### config.mk
export PLATFORM = sky130hd
export DESIGN_NAME = sid_waveform
export DESIGN_NICKNAME = d
export VERILOG_FILES = /design/src/sid_pkg.sv /design/src/sid_waveform.sv /design/src/sid_wave_select.sv /design/src/sid_noise.sv /design/src/sid_osc_bank.sv /design/src/sid_reg_decode.sv
export SDC_FILE = /design/constraint.sdc
export NUM_CORES = 1
export LEC_CHECK = 0
export BUFFER_PORTS_ARGS = -buffer_cell sky130_fd_sc_hd__buf_2
export CAP_MARGIN = 20
export CORE_AREA = 2 2 256 157
export DETAILED_ROUTE_END_ITERATION = 8
export DIE_AREA = 0 0 258 159
export PLACE_DENSITY = 0.55
export SLEW_MARGIN = 10
export SYNTH_ARGS = -nofsm -noshare
export SYNTH_HDL_FRONTEND = slang
export SYNTH_SLANG_ARGS = --single-unit
export TNS_END_PERCENT = 10
### constraint.sdc
create_clock -name clk -period 3.61 [get_ports clk]
set_input_delay 0.361 -clock clk [delete_from_list [all_inputs] [get_ports clk]]
set_output_delay 0.361 -clock clk [all_outputs]
set_load 0.03 [all_outputs]
### src/sid_pkg.sv
// SID waveform package with widths, register map, control byte types and the voice ring.
`default_nettype none

package sid_pkg;

    // ------------------------------------------------------------------------
    // Widths
    // ------------------------------------------------------------------------
    localparam int NUM_VOICES = 3;
    localparam int VOICE_W    = $clog2(NUM_VOICES);
    localparam int OSC_W      = 24;
    localparam int WAV_W      = 12;
    localparam int FREQ_W     = 16;
    localparam int PW_W       = 12;
    localparam int LFSR_W     = 23;
    localparam int NOISE_W    = 8;

    // ------------------------------------------------------------------------
    // Register map
    // ------------------------------------------------------------------------
    localparam int ADDR_W     = 5;
    localparam int OFS_W      = 3;
    // Seven byte registers per voice, five of them in use.
    localparam int REG_STRIDE = 7;

    localparam logic [OFS_W-1:0] OFS_FREQ_LO = 3'd0;
    localparam logic [OFS_W-1:0] OFS_FREQ_HI = 3'd1;
    localparam logic [OFS_W-1:0] OFS_PW_LO   = 3'd2;
    localparam logic [OFS_W-1:0] OFS_PW_HI   = 3'd3;  // low nibble only
    localparam logic [OFS_W-1:0] OFS_CONTROL = 3'd4;

    // Oscillator bit whose rise clocks the noise LFSR.
    localparam int NOISE_BIT  = 19;

    // Control register, MSB first as on the chip.
    typedef struct packed {
        logic noise;
        logic pulse;
        logic sawtooth;
        logic triangle;
        logic test;
        logic ring_mod;
        logic sync;
        logic gate;
    } control_t;

    // Written as a raw byte, read back as flags.
    typedef union packed {
        logic [7:0] raw;
        control_t   flags;
    } control_u;

    // Sync and ring modulation source of a voice.
    // Voice 1 follows voice 3, voice 2 follows voice 1, voice 3 follows voice 2.
    function automatic int ring_src(int v);
        return (v + NUM_VOICES - 1) % NUM_VOICES;
    endfunction

endpackage

`default_nettype wire
### src/sid_waveform.sv
// SID three-voice waveform generator top, register decode to oscillators, noise and output.
`default_nettype none
`timescale 1ns/10ps

module sid_waveform (
    input  logic                      clk,
    input  logic                      rst_n,
    input  logic                      wr,
    input  logic [sid_pkg::ADDR_W-1:0] addr,
    input  logic [7:0]                wdata,
    output logic [sid_pkg::WAV_W-1:0]  wav_1,
    output logic [sid_pkg::WAV_W-1:0]  wav_2,
    output logic [sid_pkg::WAV_W-1:0]  wav_3
);
    import sid_pkg::*;

    logic [FREQ_W-1:0]  freq_1, freq_2, freq_3;
    logic [PW_W-1:0]    pw_1, pw_2, pw_3;
    control_u           ctrl_1, ctrl_2, ctrl_3;
    logic [OSC_W-1:0]   osc_1, osc_2, osc_3;
    logic [NOISE_W-1:0] noise_1, noise_2, noise_3;

    // ------------------------------------------------------------------------
    // Register writes
    // ------------------------------------------------------------------------
    sid_reg_decode u_decode (
        .clk    (clk),
        .rst_n  (rst_n),
        .wr     (wr),
        .addr   (addr),
        .wdata  (wdata),
        .freq_1 (freq_1),
        .freq_2 (freq_2),
        .freq_3 (freq_3),
        .pw_1   (pw_1),
        .pw_2   (pw_2),
        .pw_3   (pw_3),
        .ctrl_1 (ctrl_1),
        .ctrl_2 (ctrl_2),
        .ctrl_3 (ctrl_3)
    );

    // Phase accumulators, one edge after the write.
    sid_osc_bank u_osc (
        .clk    (clk),
        .rst_n  (rst_n),
        .freq_1 (freq_1),
        .freq_2 (freq_2),
        .freq_3 (freq_3),
        .ctrl_1 (ctrl_1),
        .ctrl_2 (ctrl_2),
        .ctrl_3 (ctrl_3),
        .osc_1  (osc_1),
        .osc_2  (osc_2),
        .osc_3  (osc_3)
    );

    // Noise LFSRs follow the oscillators.
    sid_noise u_noise (
        .clk     (clk),
        .rst_n   (rst_n),
        .osc_1   (osc_1),
        .osc_2   (osc_2),
        .osc_3   (osc_3),
        .ctrl_1  (ctrl_1),
        .ctrl_2  (ctrl_2),
        .ctrl_3  (ctrl_3),
        .noise_1 (noise_1),
        .noise_2 (noise_2),
        .noise_3 (noise_3)
    );

    // Output stage, one more edge.
    sid_wave_select u_select (
        .clk     (clk),
        .rst_n   (rst_n),
        .osc_1   (osc_1),
        .osc_2   (osc_2),
        .osc_3   (osc_3),
        .pw_1    (pw_1),
        .pw_2    (pw_2),
        .pw_3    (pw_3),
        .ctrl_1  (ctrl_1),
        .ctrl_2  (ctrl_2),
        .ctrl_3  (ctrl_3),
        .noise_1 (noise_1),
        .noise_2 (noise_2),
        .noise_3 (noise_3),
        .wav_1   (wav_1),
        .wav_2   (wav_2),
        .wav_3   (wav_3)
    );

endmodule

`default_nettype wire

### src/sid_wave_select.sv
// SID waveform select, builds saw, triangle, pulse and noise and registers the voice outputs.
`default_nettype none
`timescale 1ns/10ps

module sid_wave_select (
    input  logic                       clk,
    input  logic                       rst_n,
    input  logic [sid_pkg::OSC_W-1:0]   osc_1,
    input  logic [sid_pkg::OSC_W-1:0]   osc_2,
    input  logic [sid_pkg::OSC_W-1:0]   osc_3,
    input  logic [sid_pkg::PW_W-1:0]    pw_1,
    input  logic [sid_pkg::PW_W-1:0]    pw_2,
    input  logic [sid_pkg::PW_W-1:0]    pw_3,
    input  sid_pkg::control_u          ctrl_1,
    input  sid_pkg::control_u          ctrl_2,
    input  sid_pkg::control_u          ctrl_3,
    input  logic [sid_pkg::NOISE_W-1:0] noise_1,
    input  logic [sid_pkg::NOISE_W-1:0] noise_2,
    input  logic [sid_pkg::NOISE_W-1:0] noise_3,
    output logic [sid_pkg::WAV_W-1:0]   wav_1,
    output logic [sid_pkg::WAV_W-1:0]   wav_2,
    output logic [sid_pkg::WAV_W-1:0]   wav_3
);
    import sid_pkg::*;

    logic [OSC_W-1:0]      osc      [NUM_VOICES];
    logic [PW_W-1:0]       pw       [NUM_VOICES];
    control_u              ctrl     [NUM_VOICES];
    logic [NOISE_W-1:0]    noise    [NUM_VOICES];
    logic [WAV_W-1:0]      saw      [NUM_VOICES];
    logic [WAV_W-1:0]      tri_wav  [NUM_VOICES];
    logic [WAV_W-1:0]      wav_next [NUM_VOICES];
    logic [WAV_W-1:0]      wav      [NUM_VOICES];
    logic [NUM_VOICES-1:0] tri_msb;
    logic [NUM_VOICES-1:0] pulse;

    assign osc   = '{osc_1, osc_2, osc_3};
    assign pw    = '{pw_1, pw_2, pw_3};
    assign ctrl  = '{ctrl_1, ctrl_2, ctrl_3};
    assign noise = '{noise_1, noise_2, noise_3};

    // ------------------------------------------------------------------------
    // Waveform generators
    // ------------------------------------------------------------------------
    always_comb begin
        for (int i = 0; i < NUM_VOICES; i++) begin
            // Sawtooth is the top of the phase.
            saw[i]     = osc[i][OSC_W-1 -: WAV_W];
            // Ring modulation swaps the MSB term for the source MSB.
            tri_msb[i] = osc[i][OSC_W-1] ^
                         (ctrl[i].flags.ring_mod & ~osc[ring_src(i)][OSC_W-1]);
            // Fold the lower 11 bits, then move them up one place.
            tri_wav[i] = {osc[i][OSC_W-2 -: WAV_W-1] ^ {(WAV_W - 1){tri_msb[i]}}, 1'b0};
            // Test forces pulse high.
            pulse[i]   = (saw[i] >= pw[i]) | ctrl[i].flags.test;
        end
    end

    // ------------------------------------------------------------------------
    // Selector
    // ------------------------------------------------------------------------
    always_comb begin
        for (int i = 0; i < NUM_VOICES; i++) begin
            // Only single selections pass; combinations read zero.
            case ({ctrl[i].flags.pulse, ctrl[i].flags.sawtooth, ctrl[i].flags.triangle})
                3'b100:  wav_next[i] = {WAV_W{pulse[i]}};
                3'b010:  wav_next[i] = saw[i];
                3'b001:  wav_next[i] = tri_wav[i];
                default: wav_next[i] = '0;
            endcase
            if (ctrl[i].flags.noise) begin
                if (!ctrl[i].flags.pulse && !ctrl[i].flags.sawtooth &&
                    !ctrl[i].flags.triangle) begin
                    wav_next[i] = {noise[i], (WAV_W - NOISE_W)'(0)};
                end else begin
                    // Noise can only pull the upper bits low.
                    wav_next[i][WAV_W-1 -: NOISE_W] = wav_next[i][WAV_W-1 -: NOISE_W] &
                                                      noise[i];
                end
            end
        end
    end

    // Output registers.
    always_ff @(posedge clk or negedge rst_n) begin
        if (!rst_n) begin
            for (int i = 0; i < NUM_VOICES; i++) begin
                wav[i] <= '0;
            end
        end else begin
            for (int i = 0; i < NUM_VOICES; i++) begin
                wav[i] <= wav_next[i];
            end
        end
    end

    assign wav_1 = wav[0];
    assign wav_2 = wav[1];
    assign wav_3 = wav[2];

    // Noise on its own leaves the low nibble clear one edge later.
    for (genvar g = 0; g < NUM_VOICES; g++) begin : g_noise_chk
        a_noise_nibble: assert property (
            @(posedge clk) disable iff (!rst_n)
            ctrl[g].flags.noise && !ctrl[g].flags.pulse && !ctrl[g].flags.sawtooth &&
            !ctrl[g].flags.triangle |=> wav[g][WAV_W-NOISE_W-1:0] == '0
        );
    end

endmodule

`default_nettype wire

### src/sid_noise.sv
// SID noise generator, three 23-bit LFSRs clocked by oscillator bit 19.
`default_nettype none
`timescale 1ns/10ps

module sid_noise (
    input  logic                       clk,
    input  logic                       rst_n,
    input  logic [sid_pkg::OSC_W-1:0]   osc_1,
    input  logic [sid_pkg::OSC_W-1:0]   osc_2,
    input  logic [sid_pkg::OSC_W-1:0]   osc_3,
    input  sid_pkg::control_u          ctrl_1,
    input  sid_pkg::control_u          ctrl_2,
    input  sid_pkg::control_u          ctrl_3,
    output logic [sid_pkg::NOISE_W-1:0] noise_1,
    output logic [sid_pkg::NOISE_W-1:0] noise_2,
    output logic [sid_pkg::NOISE_W-1:0] noise_3
);
    import sid_pkg::*;

    logic [OSC_W-1:0]      osc   [NUM_VOICES];
    control_u              ctrl  [NUM_VOICES];
    logic [LFSR_W-1:0]     lfsr  [NUM_VOICES];
    logic [NOISE_W-1:0]    noise [NUM_VOICES];
    logic [NUM_VOICES-1:0] bit_prev;
    logic [NUM_VOICES-1:0] bit_rise;

    assign osc  = '{osc_1, osc_2, osc_3};
    assign ctrl = '{ctrl_1, ctrl_2, ctrl_3};

    // Rise of the clocking bit against its copy from the last edge.
    always_comb begin
        for (int i = 0; i < NUM_VOICES; i++) begin
            bit_rise[i] = ~bit_prev[i] & osc[i][NOISE_BIT];
        end
    end

    // Shift registers.
    // Test holds them full of ones, same as reset.
    always_ff @(posedge clk or negedge rst_n) begin
        if (!rst_n) begin
            bit_prev <= '0;
            for (int i = 0; i < NUM_VOICES; i++) begin
                lfsr[i] <= '1;
            end
        end else begin
            for (int i = 0; i < NUM_VOICES; i++) begin
                bit_prev[i] <= osc[i][NOISE_BIT];
                if (ctrl[i].flags.test) begin
                    lfsr[i] <= '1;
                end else if (bit_rise[i]) begin
                    lfsr[i] <= {lfsr[i][LFSR_W-2:0], lfsr[i][22] ^ lfsr[i][17]};
                end
            end
        end
    end

    // Output taps, MSB first.
    always_comb begin
        for (int i = 0; i < NUM_VOICES; i++) begin
            noise[i] = {lfsr[i][20], lfsr[i][18], lfsr[i][14], lfsr[i][11],
                        lfsr[i][9],  lfsr[i][5],  lfsr[i][2],  lfsr[i][0]};
        end
    end

    assign noise_1 = noise[0];
    assign noise_2 = noise[1];
    assign noise_3 = noise[2];

endmodule

`default_nettype wire

### src/sid_osc_bank.sv
// SID oscillator bank, three 24-bit phase accumulators with test and hard sync.
`default_nettype none
`timescale 1ns/10ps

module sid_osc_bank (
    input  logic                      clk,
    input  logic                      rst_n,
    input  logic [sid_pkg::FREQ_W-1:0] freq_1,
    input  logic [sid_pkg::FREQ_W-1:0] freq_2,
    input  logic [sid_pkg::FREQ_W-1:0] freq_3,
    input  sid_pkg::control_u         ctrl_1,
    input  sid_pkg::control_u         ctrl_2,
    input  sid_pkg::control_u         ctrl_3,
    output logic [sid_pkg::OSC_W-1:0]  osc_1,
    output logic [sid_pkg::OSC_W-1:0]  osc_2,
    output logic [sid_pkg::OSC_W-1:0]  osc_3
);
    import sid_pkg::*;

    logic [FREQ_W-1:0]     freq     [NUM_VOICES];
    control_u              ctrl     [NUM_VOICES];
    logic [OSC_W-1:0]      osc      [NUM_VOICES];
    logic [OSC_W-1:0]      osc_add  [NUM_VOICES];
    logic [OSC_W-1:0]      osc_next [NUM_VOICES];
    logic [NUM_VOICES-1:0] msb_up;
    logic [NUM_VOICES-1:0] synced;
    logic [NUM_VOICES-1:0] clr;

    assign freq = '{freq_1, freq_2, freq_3};
    assign ctrl = '{ctrl_1, ctrl_2, ctrl_3};

    // ------------------------------------------------------------------------
    // Next phase and sync ring
    // ------------------------------------------------------------------------
    always_comb begin
        // Plain accumulate, and the MSB rise it would produce.
        for (int i = 0; i < NUM_VOICES; i++) begin
            osc_add[i] = osc[i] + OSC_W'(freq[i]);
            msb_up[i]  = ~osc[i][OSC_W-1] & osc_add[i][OSC_W-1];
        end
        // A voice counts as synced when test is set or its source MSB rises.
        for (int i = 0; i < NUM_VOICES; i++) begin
            synced[i] = ctrl[i].flags.test |
                        (ctrl[i].flags.sync & msb_up[ring_src(i)]);
        end
        // A source that is itself synced this edge has its MSB zeroed,
        // so it does not pass the sync on.
        // When all three sync each other, none of them resets.
        for (int i = 0; i < NUM_VOICES; i++) begin
            clr[i] = ctrl[i].flags.test |
                     (ctrl[i].flags.sync & msb_up[ring_src(i)] & ~synced[ring_src(i)]);
            osc_next[i] = clr[i] ? '0 : osc_add[i];
        end
    end

    // Accumulators.
    always_ff @(posedge clk or negedge rst_n) begin
        if (!rst_n) begin
            for (int i = 0; i < NUM_VOICES; i++) begin
                osc[i] <= '0;
            end
        end else begin
            for (int i = 0; i < NUM_VOICES; i++) begin
                osc[i] <= osc_next[i];
            end
        end
    end

    assign osc_1 = osc[0];
    assign osc_2 = osc[1];
    assign osc_3 = osc[2];

    // Test held at one edge leaves the oscillator at zero after it.
    for (genvar g = 0; g < NUM_VOICES; g++) begin : g_test_chk
        a_test_zero: assert property (
            @(posedge clk) disable iff (!rst_n) ctrl[g].flags.test |=> osc[g] == '0
        );
    end

endmodule

`default_nettype wire

### src/sid_reg_decode.sv
// SID register decode, turns byte writes into per-voice frequency, pulse width and control.
`default_nettype none
`timescale 1ns/10ps

module sid_reg_decode (
    input  logic                      clk,
    input  logic                      rst_n,
    input  logic                      wr,
    input  logic [sid_pkg::ADDR_W-1:0] addr,
    input  logic [7:0]                wdata,
    output logic [sid_pkg::FREQ_W-1:0] freq_1,
    output logic [sid_pkg::FREQ_W-1:0] freq_2,
    output logic [sid_pkg::FREQ_W-1:0] freq_3,
    output logic [sid_pkg::PW_W-1:0]   pw_1,
    output logic [sid_pkg::PW_W-1:0]   pw_2,
    output logic [sid_pkg::PW_W-1:0]   pw_3,
    output sid_pkg::control_u         ctrl_1,
    output sid_pkg::control_u         ctrl_2,
    output sid_pkg::control_u         ctrl_3
);
    import sid_pkg::*;

    logic [FREQ_W-1:0]  freq_r [NUM_VOICES];
    logic [PW_W-1:0]    pw_r   [NUM_VOICES];
    control_u           ctrl_r [NUM_VOICES];

    logic               hit;
    logic [VOICE_W-1:0] voice;
    logic [OFS_W-1:0]   offset;

    // Address split into voice and offset.
    // Offsets 5 and 6, and everything from 21 up, leave hit low.
    always_comb begin
        hit    = 1'b0;
        voice  = '0;
        offset = '0;
        for (int v = 0; v < NUM_VOICES; v++) begin
            if (addr >= ADDR_W'(v * REG_STRIDE) && addr < ADDR_W'((v + 1) * REG_STRIDE)) begin
                voice  = VOICE_W'(v);
                offset = OFS_W'(addr - ADDR_W'(v * REG_STRIDE));
                hit    = offset <= OFS_CONTROL;
            end
        end
    end

    // Byte register file.
    always_ff @(posedge clk or negedge rst_n) begin
        if (!rst_n) begin
            for (int v = 0; v < NUM_VOICES; v++) begin
                freq_r[v] <= '0;
                pw_r[v]   <= '0;
                ctrl_r[v] <= '0;
            end
        end else if (wr && hit) begin
            case (offset)
                OFS_FREQ_LO: freq_r[voice][7:0]  <= wdata;
                OFS_FREQ_HI: freq_r[voice][15:8] <= wdata;
                OFS_PW_LO:   pw_r[voice][7:0]    <= wdata;
                // Upper nibble of the pulse width byte does not exist.
                OFS_PW_HI:   pw_r[voice][11:8]   <= wdata[3:0];
                // Control byte goes in through the raw view.
                default:     ctrl_r[voice].raw   <= wdata;
            endcase
        end
    end

    assign freq_1 = freq_r[0];
    assign freq_2 = freq_r[1];
    assign freq_3 = freq_r[2];
    assign pw_1   = pw_r[0];
    assign pw_2   = pw_r[1];
    assign pw_3   = pw_r[2];
    assign ctrl_1 = ctrl_r[0];
    assign ctrl_2 = ctrl_r[1];
    assign ctrl_3 = ctrl_r[2];

    // Write data must be fully known whenever it is strobed in.
    a_wdata_known: assert property (
        @(posedge clk) disable iff (!rst_n) wr |-> !$isunknown(wdata)
    );

endmodule

`default_nettype wire

After elaboration in Yosys (flattened, before gate mapping):

Index checks and enable logic that the tools add are counted.

* word-level logic and storage cells: 173
* input bits: 16
* register bits after elaboration: 288
* output and inout bits: 36

* equality and inequality tests: 12
* bitwise gates (word level): 47
* reductions and logical operators: 30
* muxes and demuxes: 46
* add/subtract/negate cells: 5
* magnitude comparators: 14

Operator list (count)
* two-way mux 23 bit: 6
* one-hot mux 12 bit (3 select lines): 3
* bitwise mux 48 bit: 2
* one-hot mux 48 bit (2 select lines): 1
* adder 24 x 16 -> 24 bit: 3
* bitwise mux 36 bit: 2
* two-way mux 24 bit: 3
* one-hot mux 36 bit (2 select lines): 1
* demux 16 bit (select 2 bit): 2
* demux 12 bit (select 2 bit): 2
* two-way mux 12 bit: 4
* two-way mux 8 bit: 6
* >= comparator 12 bit: 3
* bitwise XOR 11 bit: 3
* bitwise AND 8 bit: 3
* bitwise mux 24 bit: 1
* demux 8 bit (select 2 bit): 1
* two-way mux 16 bit: 1
* bitwise AND 1 bit: 15
* equality test 3 x 2 -> 1 bit (second input constant): 5
* equality test 3 x 1 -> 1 bit (second input constant): 4
* two-way mux 4 bit: 3
* logical AND 1 bit: 11
* NOT 1 bit: 10
* other kinds (22): 59

Depth between registers and ports, before layout:

Gate-level depths: netlist of run 1.

* depth in word-level cells: 11
* mapped depth: 14
* mapped depth without buffers: 14

By module:

Synthesis of run 1 repeated with hierarchy kept, for this count alone.

* cells, all modules: 1489
* area, all modules: 16348.2 um^2

By module, submodules not included
* sid_osc_bank: area each 4994.8 um^2, cells each 548, times used 1, sequential area each 1801.7 um^2
* sid_reg_decode: area each 4593.2 um^2, cells each 297, times used 1, sequential area each 2702.6 um^2
* sid_noise: area each 3499.6 um^2, cells each 267, times used 1, sequential area each 1888.1 um^2
* sid_wave_select: area each 3260.6 um^2, cells each 377, times used 1, sequential area each 900.9 um^2

Worst setup path after synthesis of run 1:

OpenSTA, ideal clock, no wires.

* path kind: register to register
* start: reg u_decode.freq_r, in the netlist u_decode.freq_1[5]
* end: reg u_osc.osc, in the netlist u_osc.osc_3[10]
* cell stages (with the launch flop): 15
* path buffers: 2
* setup time: 0.132 ns
* data required time: 3.478 ns
* arrival: 3.206 ns
* period minus slack after synthesis: 3.338 ns
* path slack: 0.272 ns
* path through: dfrtp_1 -> ha_1 -> and3_1 -> and3_1 -> a2111oi_0 -> or2_2 -> nor2_1 -> and3_1 -> ha_1 -> nand2_1 -> nor3b_1 -> or2_2 -> clkbuf_1 -> buf_1 -> nor2_1

RTL lines
* start, declared: line sid_reg_decode.sv:23 `logic [FREQ_W-1:0] freq_r [NUM_VOICES];`
* start signal, assigned by index: line sid_reg_decode.sv:56 `OFS_FREQ_LO: freq_r[voice][7:0] <= wdata;`
* start signal, assigned by index: line sid_reg_decode.sv:57 `OFS_FREQ_HI: freq_r[voice][15:8] <= wdata;`
* end signal, assigned by index: line sid_osc_bank.sv:64 `osc[i] <= osc_next[i];`
* end, declared: line sid_osc_bank.sv:22 `logic [OSC_W-1:0] osc [NUM_VOICES];`

==> results of run 1 <==
worst max-delay path, stage by stage (launching register included):
cell and delay (ns):
dfrtp_1 0.38, ha_1 0.36, and3_1 0.22, and3_1 0.21
a2111oi_2 0.44, buf_4 0.18, or2_2 0.13, nor2_2 0.05
and3_1 0.20, ha_1 0.18, nand2_1 0.08, nor3b_1 0.21
buf_4 0.17, nor2_1 0.08, nand2_1 0.14, a21oi_1 0.04
a31o_2 0.21
metal layers:
metal	routed length [um]	part of all wire [%]	GRT usage (%)
met4	635	1.7	3.44
met5	0	0	0
met2	14500	39	24.6
met3	1820	4.9	3.47
met1	19900	54	29.2
repair_timing:
action                                  CTS  global route
resized for setup                         1             4
endpoints found under the setup margin    2            29
pin swaps                                 0             0
hold endpoints to repair                 58             0
hold buffers                              1             0
registers in the layout, indices dropped and copies added (netlist names):
signal,flops
u_noise.noise_1,8
u_select.wav_3,12
u_decode.freq_1,16
u_decode.pw_1,12
u_select.wav_2,12
u_decode.ctrl_3,7
u_noise.lfsr,45
u_osc.osc_1,24
u_noise.noise_3,8
u_osc.osc_2,24
u_decode.freq_2,16
u_decode.freq_3,16
u_noise.bit_prev,3
u_noise.noise_2,8
u_decode.pw_3,12
u_decode.ctrl_1,7
u_select.wav_1,12
u_decode.ctrl_2,7
u_decode.pw_2,12
u_osc.osc_3,24
cells in the final DEF (no fill, tap or decap), types with 5 or more instances in the layout:
| master | n |
|---|---|
| dfrtp_1 | 216 |
| mux2_2 | 106 |
| nor2_1 | 100 |
| nor2b_1 | 99 |
| ha_1 | 91 |
| a21oi_1 | 87 |
| dfstp_2 | 69 |
| inv_1 | 67 |
| a211o_1 | 67 |
| nand2_1 | 50 |
| buf_2 | 50 |
| buf_4 | 41 |
| xor2_1 | 37 |
| o21ai_0 | 37 |
| xnor2_1 | 36 |
| clkbuf_16 | 30 |
| nor3_1 | 29 |
| a22oi_1 | 24 |
| a21o_1 | 23 |
| a211oi_1 | 19 |
| nand3_1 | 15 |
| nand2b_1 | 14 |
| o31ai_1 | 13 |
| o21a_1 | 12 |
| and3_1 | 11 |
| nand4_1 | 10 |
| a221o_1 | 10 |
| or4_1 | 9 |
| o211ai_1 | 8 |
| and2_1 | 8 |
| clkbuf_1 | 8 |
| a2111oi_0 | 7 |
| clkinv_2 | 7 |
| or2_2 | 6 |
| o21bai_1 | 6 |
| nor3b_1 | 5 |
metrics by stage:
step	power, uW	setup TNS [ns]	setup slack, ns
after floorplan	7930	0	0.272
after global placement	9230	0	0.0599
after detailed placement	9330	0	0.0912
after CTS	12600	0	0.0928
after global routing	13500	-0.0521	-0.0311
final	12600	0	0.209
final timing paths:
check | to | cells past startpoint
worst min register to register | u_decode.ctrl_3[2] | 1
min in group clk | u_decode.pw_2[0] | 2
worst max-delay path | u_osc.osc_3[19] | 16
max in group asynchronous | u_noise.noise_3[6] | 3
worst min-delay path | u_osc.osc_2[7] | 2
worst max register to register | u_osc.osc_3[19] | 16
area by class of cell:
class                      count  share of cell area, %
multi-input combinational   1007                   43.7
sequential                   285                   41.5
clock buffer                  41                   4.73
tap                          522                   3.76
timing repair buffer          96                   3.70
inverter                      67                   1.45
clock inverter                15                   1.13
antenna                        1                 0.0144
power breakdown:
group	switching, uW	leakage, uW	internal, uW	total (uW)
sequential	559	0.00352	3970	4530
clock	1330	0.000500	1890	3210
combinational	2810	0.00366	2010	4810
cell families (layout without fill, tap and decap cells):
family | after synthesis | count (layout) | share of synthesized area [%]
simple gates | 382 | 382 | 13.3
compound gates | 348 | 348 | 16.1
flops | 285 | 285 | 47.3
buf+inv | 125 | 219 | 3.13
mux | 109 | 109 | 8.02
fa+ha+maj | 95 | 95 | 7.94
xor+xnor | 73 | 73 | 4.19
other cells | 0 | 1 | 0
==> qor.yml, run 1 <==
outcome:
  status: "finished, final reports clean"
power:
  vdd_drop_max_v: 0.000269
  leakage_uw: 0.00769
  p_per_area_nw_per_um2: 722
setup_path:
  regToRegSetupSlack_ns: 0.21
  worst_ep_required_time_ns: 4.07
  setup.worst_path.class: "reg -> reg"
  worstSetupStartpointType: "register"
  cp-startpoint: "u_decode.freq_1[5]"
  arrival_ns: 3.86
  endpoint_kind: "register"
  reg2reg_from: "u_decode.freq_1[5]"
  worstPathMaxFanout: 5
cts:
  cts.path.max_buffers: 3
  postCtsSetupRepairBufs: 0
  cts_tree: "built"
  numCtsBuffers: 30
  clkLatencyLatePin_ns: 0.58
  cts_root_buf: "clkbuf_16"
  clkTransAtPathRegs_ns: 0.06
  cts_num_sinks: 285
  htreeDepth: 1
synthesis:
  ys_async_sr_fraction_pct: 100
  yosysUniqueCellTypes: 67
  post-synth-top-area-fraction_pct: 35.4
  synth_area_leader_cell: "dfrtp_1"
  synth.most_common_cell: "dfrtp_1"
  syn_inst: 1417
  syn_area_per_cell_um2: 10.8
  synth-edff-count: 0
  synth.cell_area_um2: 15300
  syn-num-nets: 1528
  synth_common_cells: "dfrtp_1 (216), mux2_2 (106), nor2_1 (102)"
  synth-seq-cells: 285
  ys_warn_count: 0
  yosysSeqAreaShare_pct: 47.3
  ys.flop_type: "dfrtp_1"
  synth.area.top_cells: "dfrtp_1 (35%), dfstp_2 (12%), mux2_2 (7.8%)"
global_routing:
  track_usage_pct: 18.0
  antenna_found_initial: 3
  grt_pass1_wl_um: 59300
  grt_max_degree: 84
  grt.overflow.total: 0
  grt_pass1_vias: 10500
routing:
  ant_nets: 0
  drt-pass1-iter-count: 5
  viasPerCell: 5.36
  first_iter_violations: 736
  wl_um: 36800
  drc: 0
  wire_per_inst_um: 18.1
  vias: 10900
timing:
  finalCritPeriodShare_pct: 94.2
  holdWs_ns: 0.392
  tightest_slew_ns: 1.09
  drv_slew: 0
  clock.fmax_ghz: 0.294
  fin_skew_ns: 0.0143
  rsz0062_at_grt: "true"
  layout_min_cycle_time_ns: 3.40
  finalSetupViolCount: 0
  finalHoldViolCount: 0
  max-slew-margin-rel_pct: 27.1
placed_design:
  gp_congestion: 0.861
  dpl.hpwl_um: 25600
  numPortBuffers: 51
  placed_cells: 1976
  place_area_um2: 16300
die:
  start_util_pct: 39.5
  rows: 56
  die_h_um: 159
  die_w_um: 258
  io_pins: 52
  die_area_um2: 41000
  coreArea_um2: 38600
finish:
  drive_above_1_share_pct: 22.7
  fillerInstances: 3649
  fin_area_um2: 17400
  fin_util_pct: 45.0
  final-seq-area_um2: 7220
  finalNonFillerCells: 2034
  area_growth_pct: 13.9
  final_net_count: 1598
  multi_input_area_um2: 7600
worst_hold_path:
  hold_path.class: "in -> async"
job:
  maxCapViolCount: 0
No activity file was read; power rests on OpenSTA's default activity.
==> run 2, diff against run 1 <==
--- a/config.mk
+++ b/config.mk
@@ -7,12 +7,13 @@
 export LEC_CHECK = 0
 export BUFFER_PORTS_ARGS = -buffer_cell sky130_fd_sc_hd__buf_2
 export CAP_MARGIN = 20
-export CORE_AREA = 2 2 256 157
+export CORE_AREA = 2 2 264 162
 export DETAILED_ROUTE_END_ITERATION = 8
-export DIE_AREA = 0 0 258 159
+export DIE_AREA = 0 0 266 164
 export PLACE_DENSITY = 0.55
 export SLEW_MARGIN = 10
 export SYNTH_ARGS = -nofsm -noshare
 export SYNTH_HDL_FRONTEND = slang
+export SYNTH_HIERARCHICAL = 1
 export SYNTH_SLANG_ARGS = --single-unit
 export TNS_END_PERCENT = 10
==> qor.yml, run 2 <==
cts:
  cts_tree: "built"
  clkLatencyLatePin_ns: 0.57
  cts.path.max_buffers: 3
  numCtsBuffers: 30
  cts_num_sinks: 285
  htreeDepth: 1
  cts_root_buf: "clkbuf_16"
  clkTransAtPathRegs_ns: 0.06
timing:
  finalCritPeriodShare_pct: 89.7
  max-slew-margin-rel_pct: 37.0
  layout_min_cycle_time_ns: 3.24
  drv_slew: 0
  tns_ns: 0
  holdWs_ns: 0.361
  finalSetupViolCount: 0
  clock.fmax_ghz: 0.309
  rsz0062_at_grt: "false"
  finalHoldViolCount: 0
  fin_skew_ns: 0.0123
  tightest_slew_ns: 0.940
routing:
  ant_nets: 0
  wl_um: 39700
  viasPerCell: 5.58
  drc: 0
  first_iter_violations: 975
  drt-pass1-iter-count: 7
  wire_per_inst_um: 19.3
  vias: 11500
power:
  pwr-share-clk_pct: 25.9
  p_int_uw: 7910
  p_seq_share_pct: 36.3
  swShare_pct: 37.7
  switching_power_uw: 4790
  share_comb_of_total_power_pct: 37.8
  vdd_drop_max_v: 0.000396
  p_per_area_nw_per_um2: 706
  leakage_uw: 0.00798
finish:
  finalNonFillerCells: 2062
  area_growth_pct: 10.7
  final_cell_mix: "dfrtp_1 (216), mux2_2 (104), ha_1 (93)"
  final_net_count: 1609
  regMostFlops: "u_noise/lfsr"
  fin_util_pct: 43.6
  fin_area_um2: 18000
  drive_above_1_share_pct: 22.9
  largest_register_ff_count: 45
  final_common_cell: "dfrtp_1"
setup_path:
  cp.buffers_inverters: 1
  crit_family: "compound AO/OA/AOI/OAI gates"
  arrival_ns: 3.71
  worstPathMaxFanout: 21
  path_cells: "ha_1 > a211oi_1 > nor2_1 > o31a_1 > a31o_2 > a41oi_2 > nor2_1 > ha_1 > nand2_1 > nor2_1 > a21o_1 > buf_4 > nor3_1"
  worstSetupStartpointType: "register"
  slowest_stage: "dfrtp_1"
  worst_ep_required_time_ns: 4.08
  setup.worst_path.class: "reg -> reg"
  endpoint_kind: "register"
  cp_common_cell: "nor2_1"
  critPathMaxStageDelay_ns: 0.39
placed_design:
  gp_congestion: 0.804
  placed_cells: 2001
  dpl.hpwl_um: 26800
  place_area_um2: 16800
  numPortBuffers: 51
synthesis:
  synth.cell_area_um2: 16200
  syn_inst: 1483
  syn_area_per_cell_um2: 11.0
  syn-num-nets: 1595
  ys_warn_count: 6
outcome:
  status: "finished, final reports clean"
global_routing:
  grt_pass1_vias: 11100
  grt_pass1_wl_um: 64400
  grt.overflow.total: 0
  antenna_found_initial: 0
  grt_max_degree: 81
  track_usage_pct: 18.5
die:
  die_w_um: 266
  rows: 58
  die_h_um: 164
  start_util_pct: 39.4
  io_pins: 52
  die_area_um2: 43600
  coreArea_um2: 41200
worst_hold_path:
  hold_path.class: "in -> async"
job:
  maxCapViolCount: 0
[run 2: per-stage QoR]
stage               total power [uW]  setup slack [ns]
floorplan                       8080             0.575
CTS                            12700             0.331
global placement                9240             0.428
global route                   13600             0.158
finish                         12700             0.373
detailed placement              9340             0.365
[run 2: path summary, 6_finish.rpt]
path	from	endpoint	slack, ns	cells past startpoint
worst min register to register	u_decode/ctrl_3[2]	u_decode/ctrl_3[2]	0.50	1
worst min-delay path	rst_n	u_select/wav_3[4]	0.36	2
worst max register to register	u_decode/freq_1[1]	u_osc/osc_2[4]	0.37	13
min in group clk	wr	u_decode/ctrl_3[2]	0.39	4
max in group asynchronous	rst_n	u_noise/noise_1[5]	2.35	3
worst max-delay path	u_decode/freq_1[1]	u_osc/osc_2[4]	0.37	13
[run 2: routing by layer]
layer	vias up	track usage, %	share of wire (%)
met1	5758	30.4	55
met3	41	2.86	4.7
met4	0	2.83	1.3
met2	246	25.4	39
li1	5471	-	-
met5	-	0	0
[run 2: final cells by class]
type | instances | area (um2)
clock inverter | 8 | 103
timing repair buffer | 71 | 526
antenna | 1 | 2.50
fill | 3871 | 23200
tap | 540 | 676
sequential | 285 | 7220
multi-input combinational | 1047 | 8280
inverter | 62 | 233
clock buffer | 48 | 952
[run 2: worst reg2reg max path, stage by stage (launching register included)]
cell and delay, ns:
dfrtp_1 0.39, ha_1 0.31, a211oi_1 0.25, nor2_1 0.11
o31a_1 0.32, a31o_2 0.30, a41oi_2 0.32, nor2_1 0.12
ha_1 0.22, nand2_1 0.09, nor2_1 0.07, a21o_1 0.20
buf_4 0.21, nor3_1 0.23
[run 2: power by group through the flow]
stage / Combinational [uW] / Sequential [uW] / Clock, uW
floorplan: 3390 / 4690 / 0
global placement: 4510 / 4730 / 0
detailed placement: 4600 / 4740 / 0
CTS: 4630 / 4700 / 3380
global route: 5360 / 4720 / 3520
finish: 4800 / 4610 / 3290
[run 2: repair_timing]
action	CTS	global route
buffers inserted	0	0
endpoints found under the hold margin	47	0
hold buffers	1	0
resized for setup	0	0
==> run 3, diff against run 2 <==
--- a/config.mk
+++ b/config.mk
@@ -10,7 +10,8 @@
 export CORE_AREA = 2 2 264 162
 export DETAILED_ROUTE_END_ITERATION = 8
 export DIE_AREA = 0 0 266 164
-export PLACE_DENSITY = 0.55
+export PLACE_DENSITY_LB_ADDON = 0.08
+export SKIP_LAST_GASP = 1
 export SLEW_MARGIN = 10
 export SYNTH_ARGS = -nofsm -noshare
 export SYNTH_HDL_FRONTEND = slang
==> qor.yml, run 3 (same netlist as run 2, synthesis figures left out) <==
cts:
  postCtsSetupRepairBufs: 0
  cts.path.max_buffers: 3
  htreeDepth: 1
  clkTransAtPathRegs_ns: 0.06
  cts_root_buf: "clkbuf_16"
  clkLatencyLatePin_ns: 0.58
  ctsResizeCount: 0
  cts_num_sinks: 285
  numCtsBuffers: 30
  cts_tree: "built"
timing:
  max-slew-margin-rel_pct: 28.0
  finalHoldViolCount: 0
  layout_min_cycle_time_ns: 3.24
  tns_ns: 0
  fin_skew_ns: 0.0116
  finalCritPeriodShare_pct: 89.6
  rsz0062_at_grt: "false"
  drv_slew: 0
  layout_setup_ws_ns: 0.374
  clock.fmax_ghz: 0.309
  tightest_slew_ns: 1.08
  finalSetupViolCount: 0
setup_path:
  slowest_stage: "a31o_2"
  endpoint_kind: "register"
  worst_ep_required_time_ns: 4.04
  critPathMaxStageDelay_ns: 0.56
  path_cells: "ha_1 > a211oi_1 > nor4_2 > o21ai_0 > nand2_1 > o21ai_0 > nor2_1 > ha_1 > a21oi_1 > a31o_2 > nor3_1"
  crit_family: "compound AO/OA/AOI/OAI gates"
  worstSetupStartpointType: "register"
  arrival_ns: 3.67
  setup.worst_path.class: "reg -> reg"
  worstPathMaxFanout: 22
  cp.buffers_inverters: 0
routing:
  vias: 11500
  first_iter_violations: 800
  wl_um: 40600
  ant_nets: 0
  viasPerCell: 5.59
  drc: 0
  wire_per_inst_um: 19.7
  drt-pass1-iter-count: 5
finish:
  fin_util_pct: 43.5
  final_cell_mix: "dfrtp_1 (216), mux2_2 (104), ha_1 (93)"
  final_common_cell: "dfrtp_1"
  regMostFlops: "u_noise/lfsr"
  largest_register_ff_count: 45
  drive_above_1_share_pct: 22.9
  area_growth_pct: 10.4
  final_net_count: 1607
  num_antenna_cells: 0
placed_design:
  dpl.hpwl_um: 27000
  gp_congestion: 0.824
  pre_cts_ws_ns: 0.401
  numPortBuffers: 51
global_routing:
  antenna_found_initial: 2
  grt.overflow.total: 0
  grt_pass1_wl_um: 65600
  grt_pass1_vias: 11200
  track_usage_pct: 19.0
  grt_max_degree: 92
power:
  vdd_drop_max_v: 0.000332
  leakage_uw: 0.00797
  p_per_area_nw_per_um2: 704
die:
  rows: 58
  coreArea_um2: 41200
  start_util_pct: 39.4
  die_area_um2: 43600
  die_h_um: 164
  io_pins: 52
  die_w_um: 266
worst_hold_path:
  hold_path.class: "in -> reg"
outcome:
  status: "finished, final reports clean"
job:
  maxCapViolCount: 0
## run 3: cell types whose count changed in the layout (fill, tap and decap cells not counted), sizes merged
| cell | delta |
|---|---|
| clkbuf | +2 |
| clkinvlp | -2 |
| buf | -1 |
| bufinv | -1 |
| diode | -1 |
## run 3: worst paths after layout
kind | depth (start not counted) | endpoint | slack [ns] | start
hold / removal | 2 | u_decode/freq_1[4] | 0.39 | wdata[4]
setup reg to reg | 11 | u_osc/osc_1[6] | 0.37 | u_decode/freq_2[1]
min in group asynchronous | 2 | u_decode/freq_3[8] | 0.40 | rst_n
hold reg to reg | 1 | u_decode/ctrl_2[2] | 0.50 | u_decode/ctrl_2[2]
max in group asynchronous | 3 | u_noise/noise_2[4] | 2.26 | rst_n
setup / recovery | 11 | u_osc/osc_1[6] | 0.37 | u_decode/freq_2[1]
## run 3: cell type report
type                    instances  area (um2)
clock buffers                  51         991
clock inverters                 5        53.8
fillers                      3890       23300
inverters                      62         233
multi-input cells            1047        8280
flip-flops and latches        285        7220
well taps                     540         676
repair buffers                 69         485
## run 3: stage by stage
stage / cells / area [um2] / hold WS (ns) / power, uW
2_1_floorplan: 1483 / 16200 / 0.0654 / 8080
3_3_place_gp: 2001 / 16800 / 0.456 / 9330
3_5_place_dp: 2001 / 16800 / 0.461 / 9360
4_1_cts: 2058 / 17900 / 0.363 / 12700
5_1_grt: 2059 / 17900 / 0.378 / 13600
6_report: 2059 / 17900 / 0.387 / 12600
## run 3: power breakdown
part	internal, uW	switching, uW	total (uW)	leakage, uW
sequential	3970	660	4630	0.00352
clock	1920	1340	3260	0.000520
combinational	1960	2780	4730	0.00393
total	7850	4770	12600	0.00797
## run 3: metal layers
layer / GRT usage (%) / wire (um) / vias up
li1: - / - / 5455
met1: 31.2 / 22400 / 5808
met2: 26.0 / 16100 / 205
met3: 2.82 / 1560 / 42
met4: 3.06 / 557 / 0
met5: 0 / 0 / -
## run 3: timing repair
action / 4_1_cts / 5_1_grt
endpoints found under the hold margin: 77 / 0
setup endpoints to repair: 0 / 0
hold buffers: 1 / 0
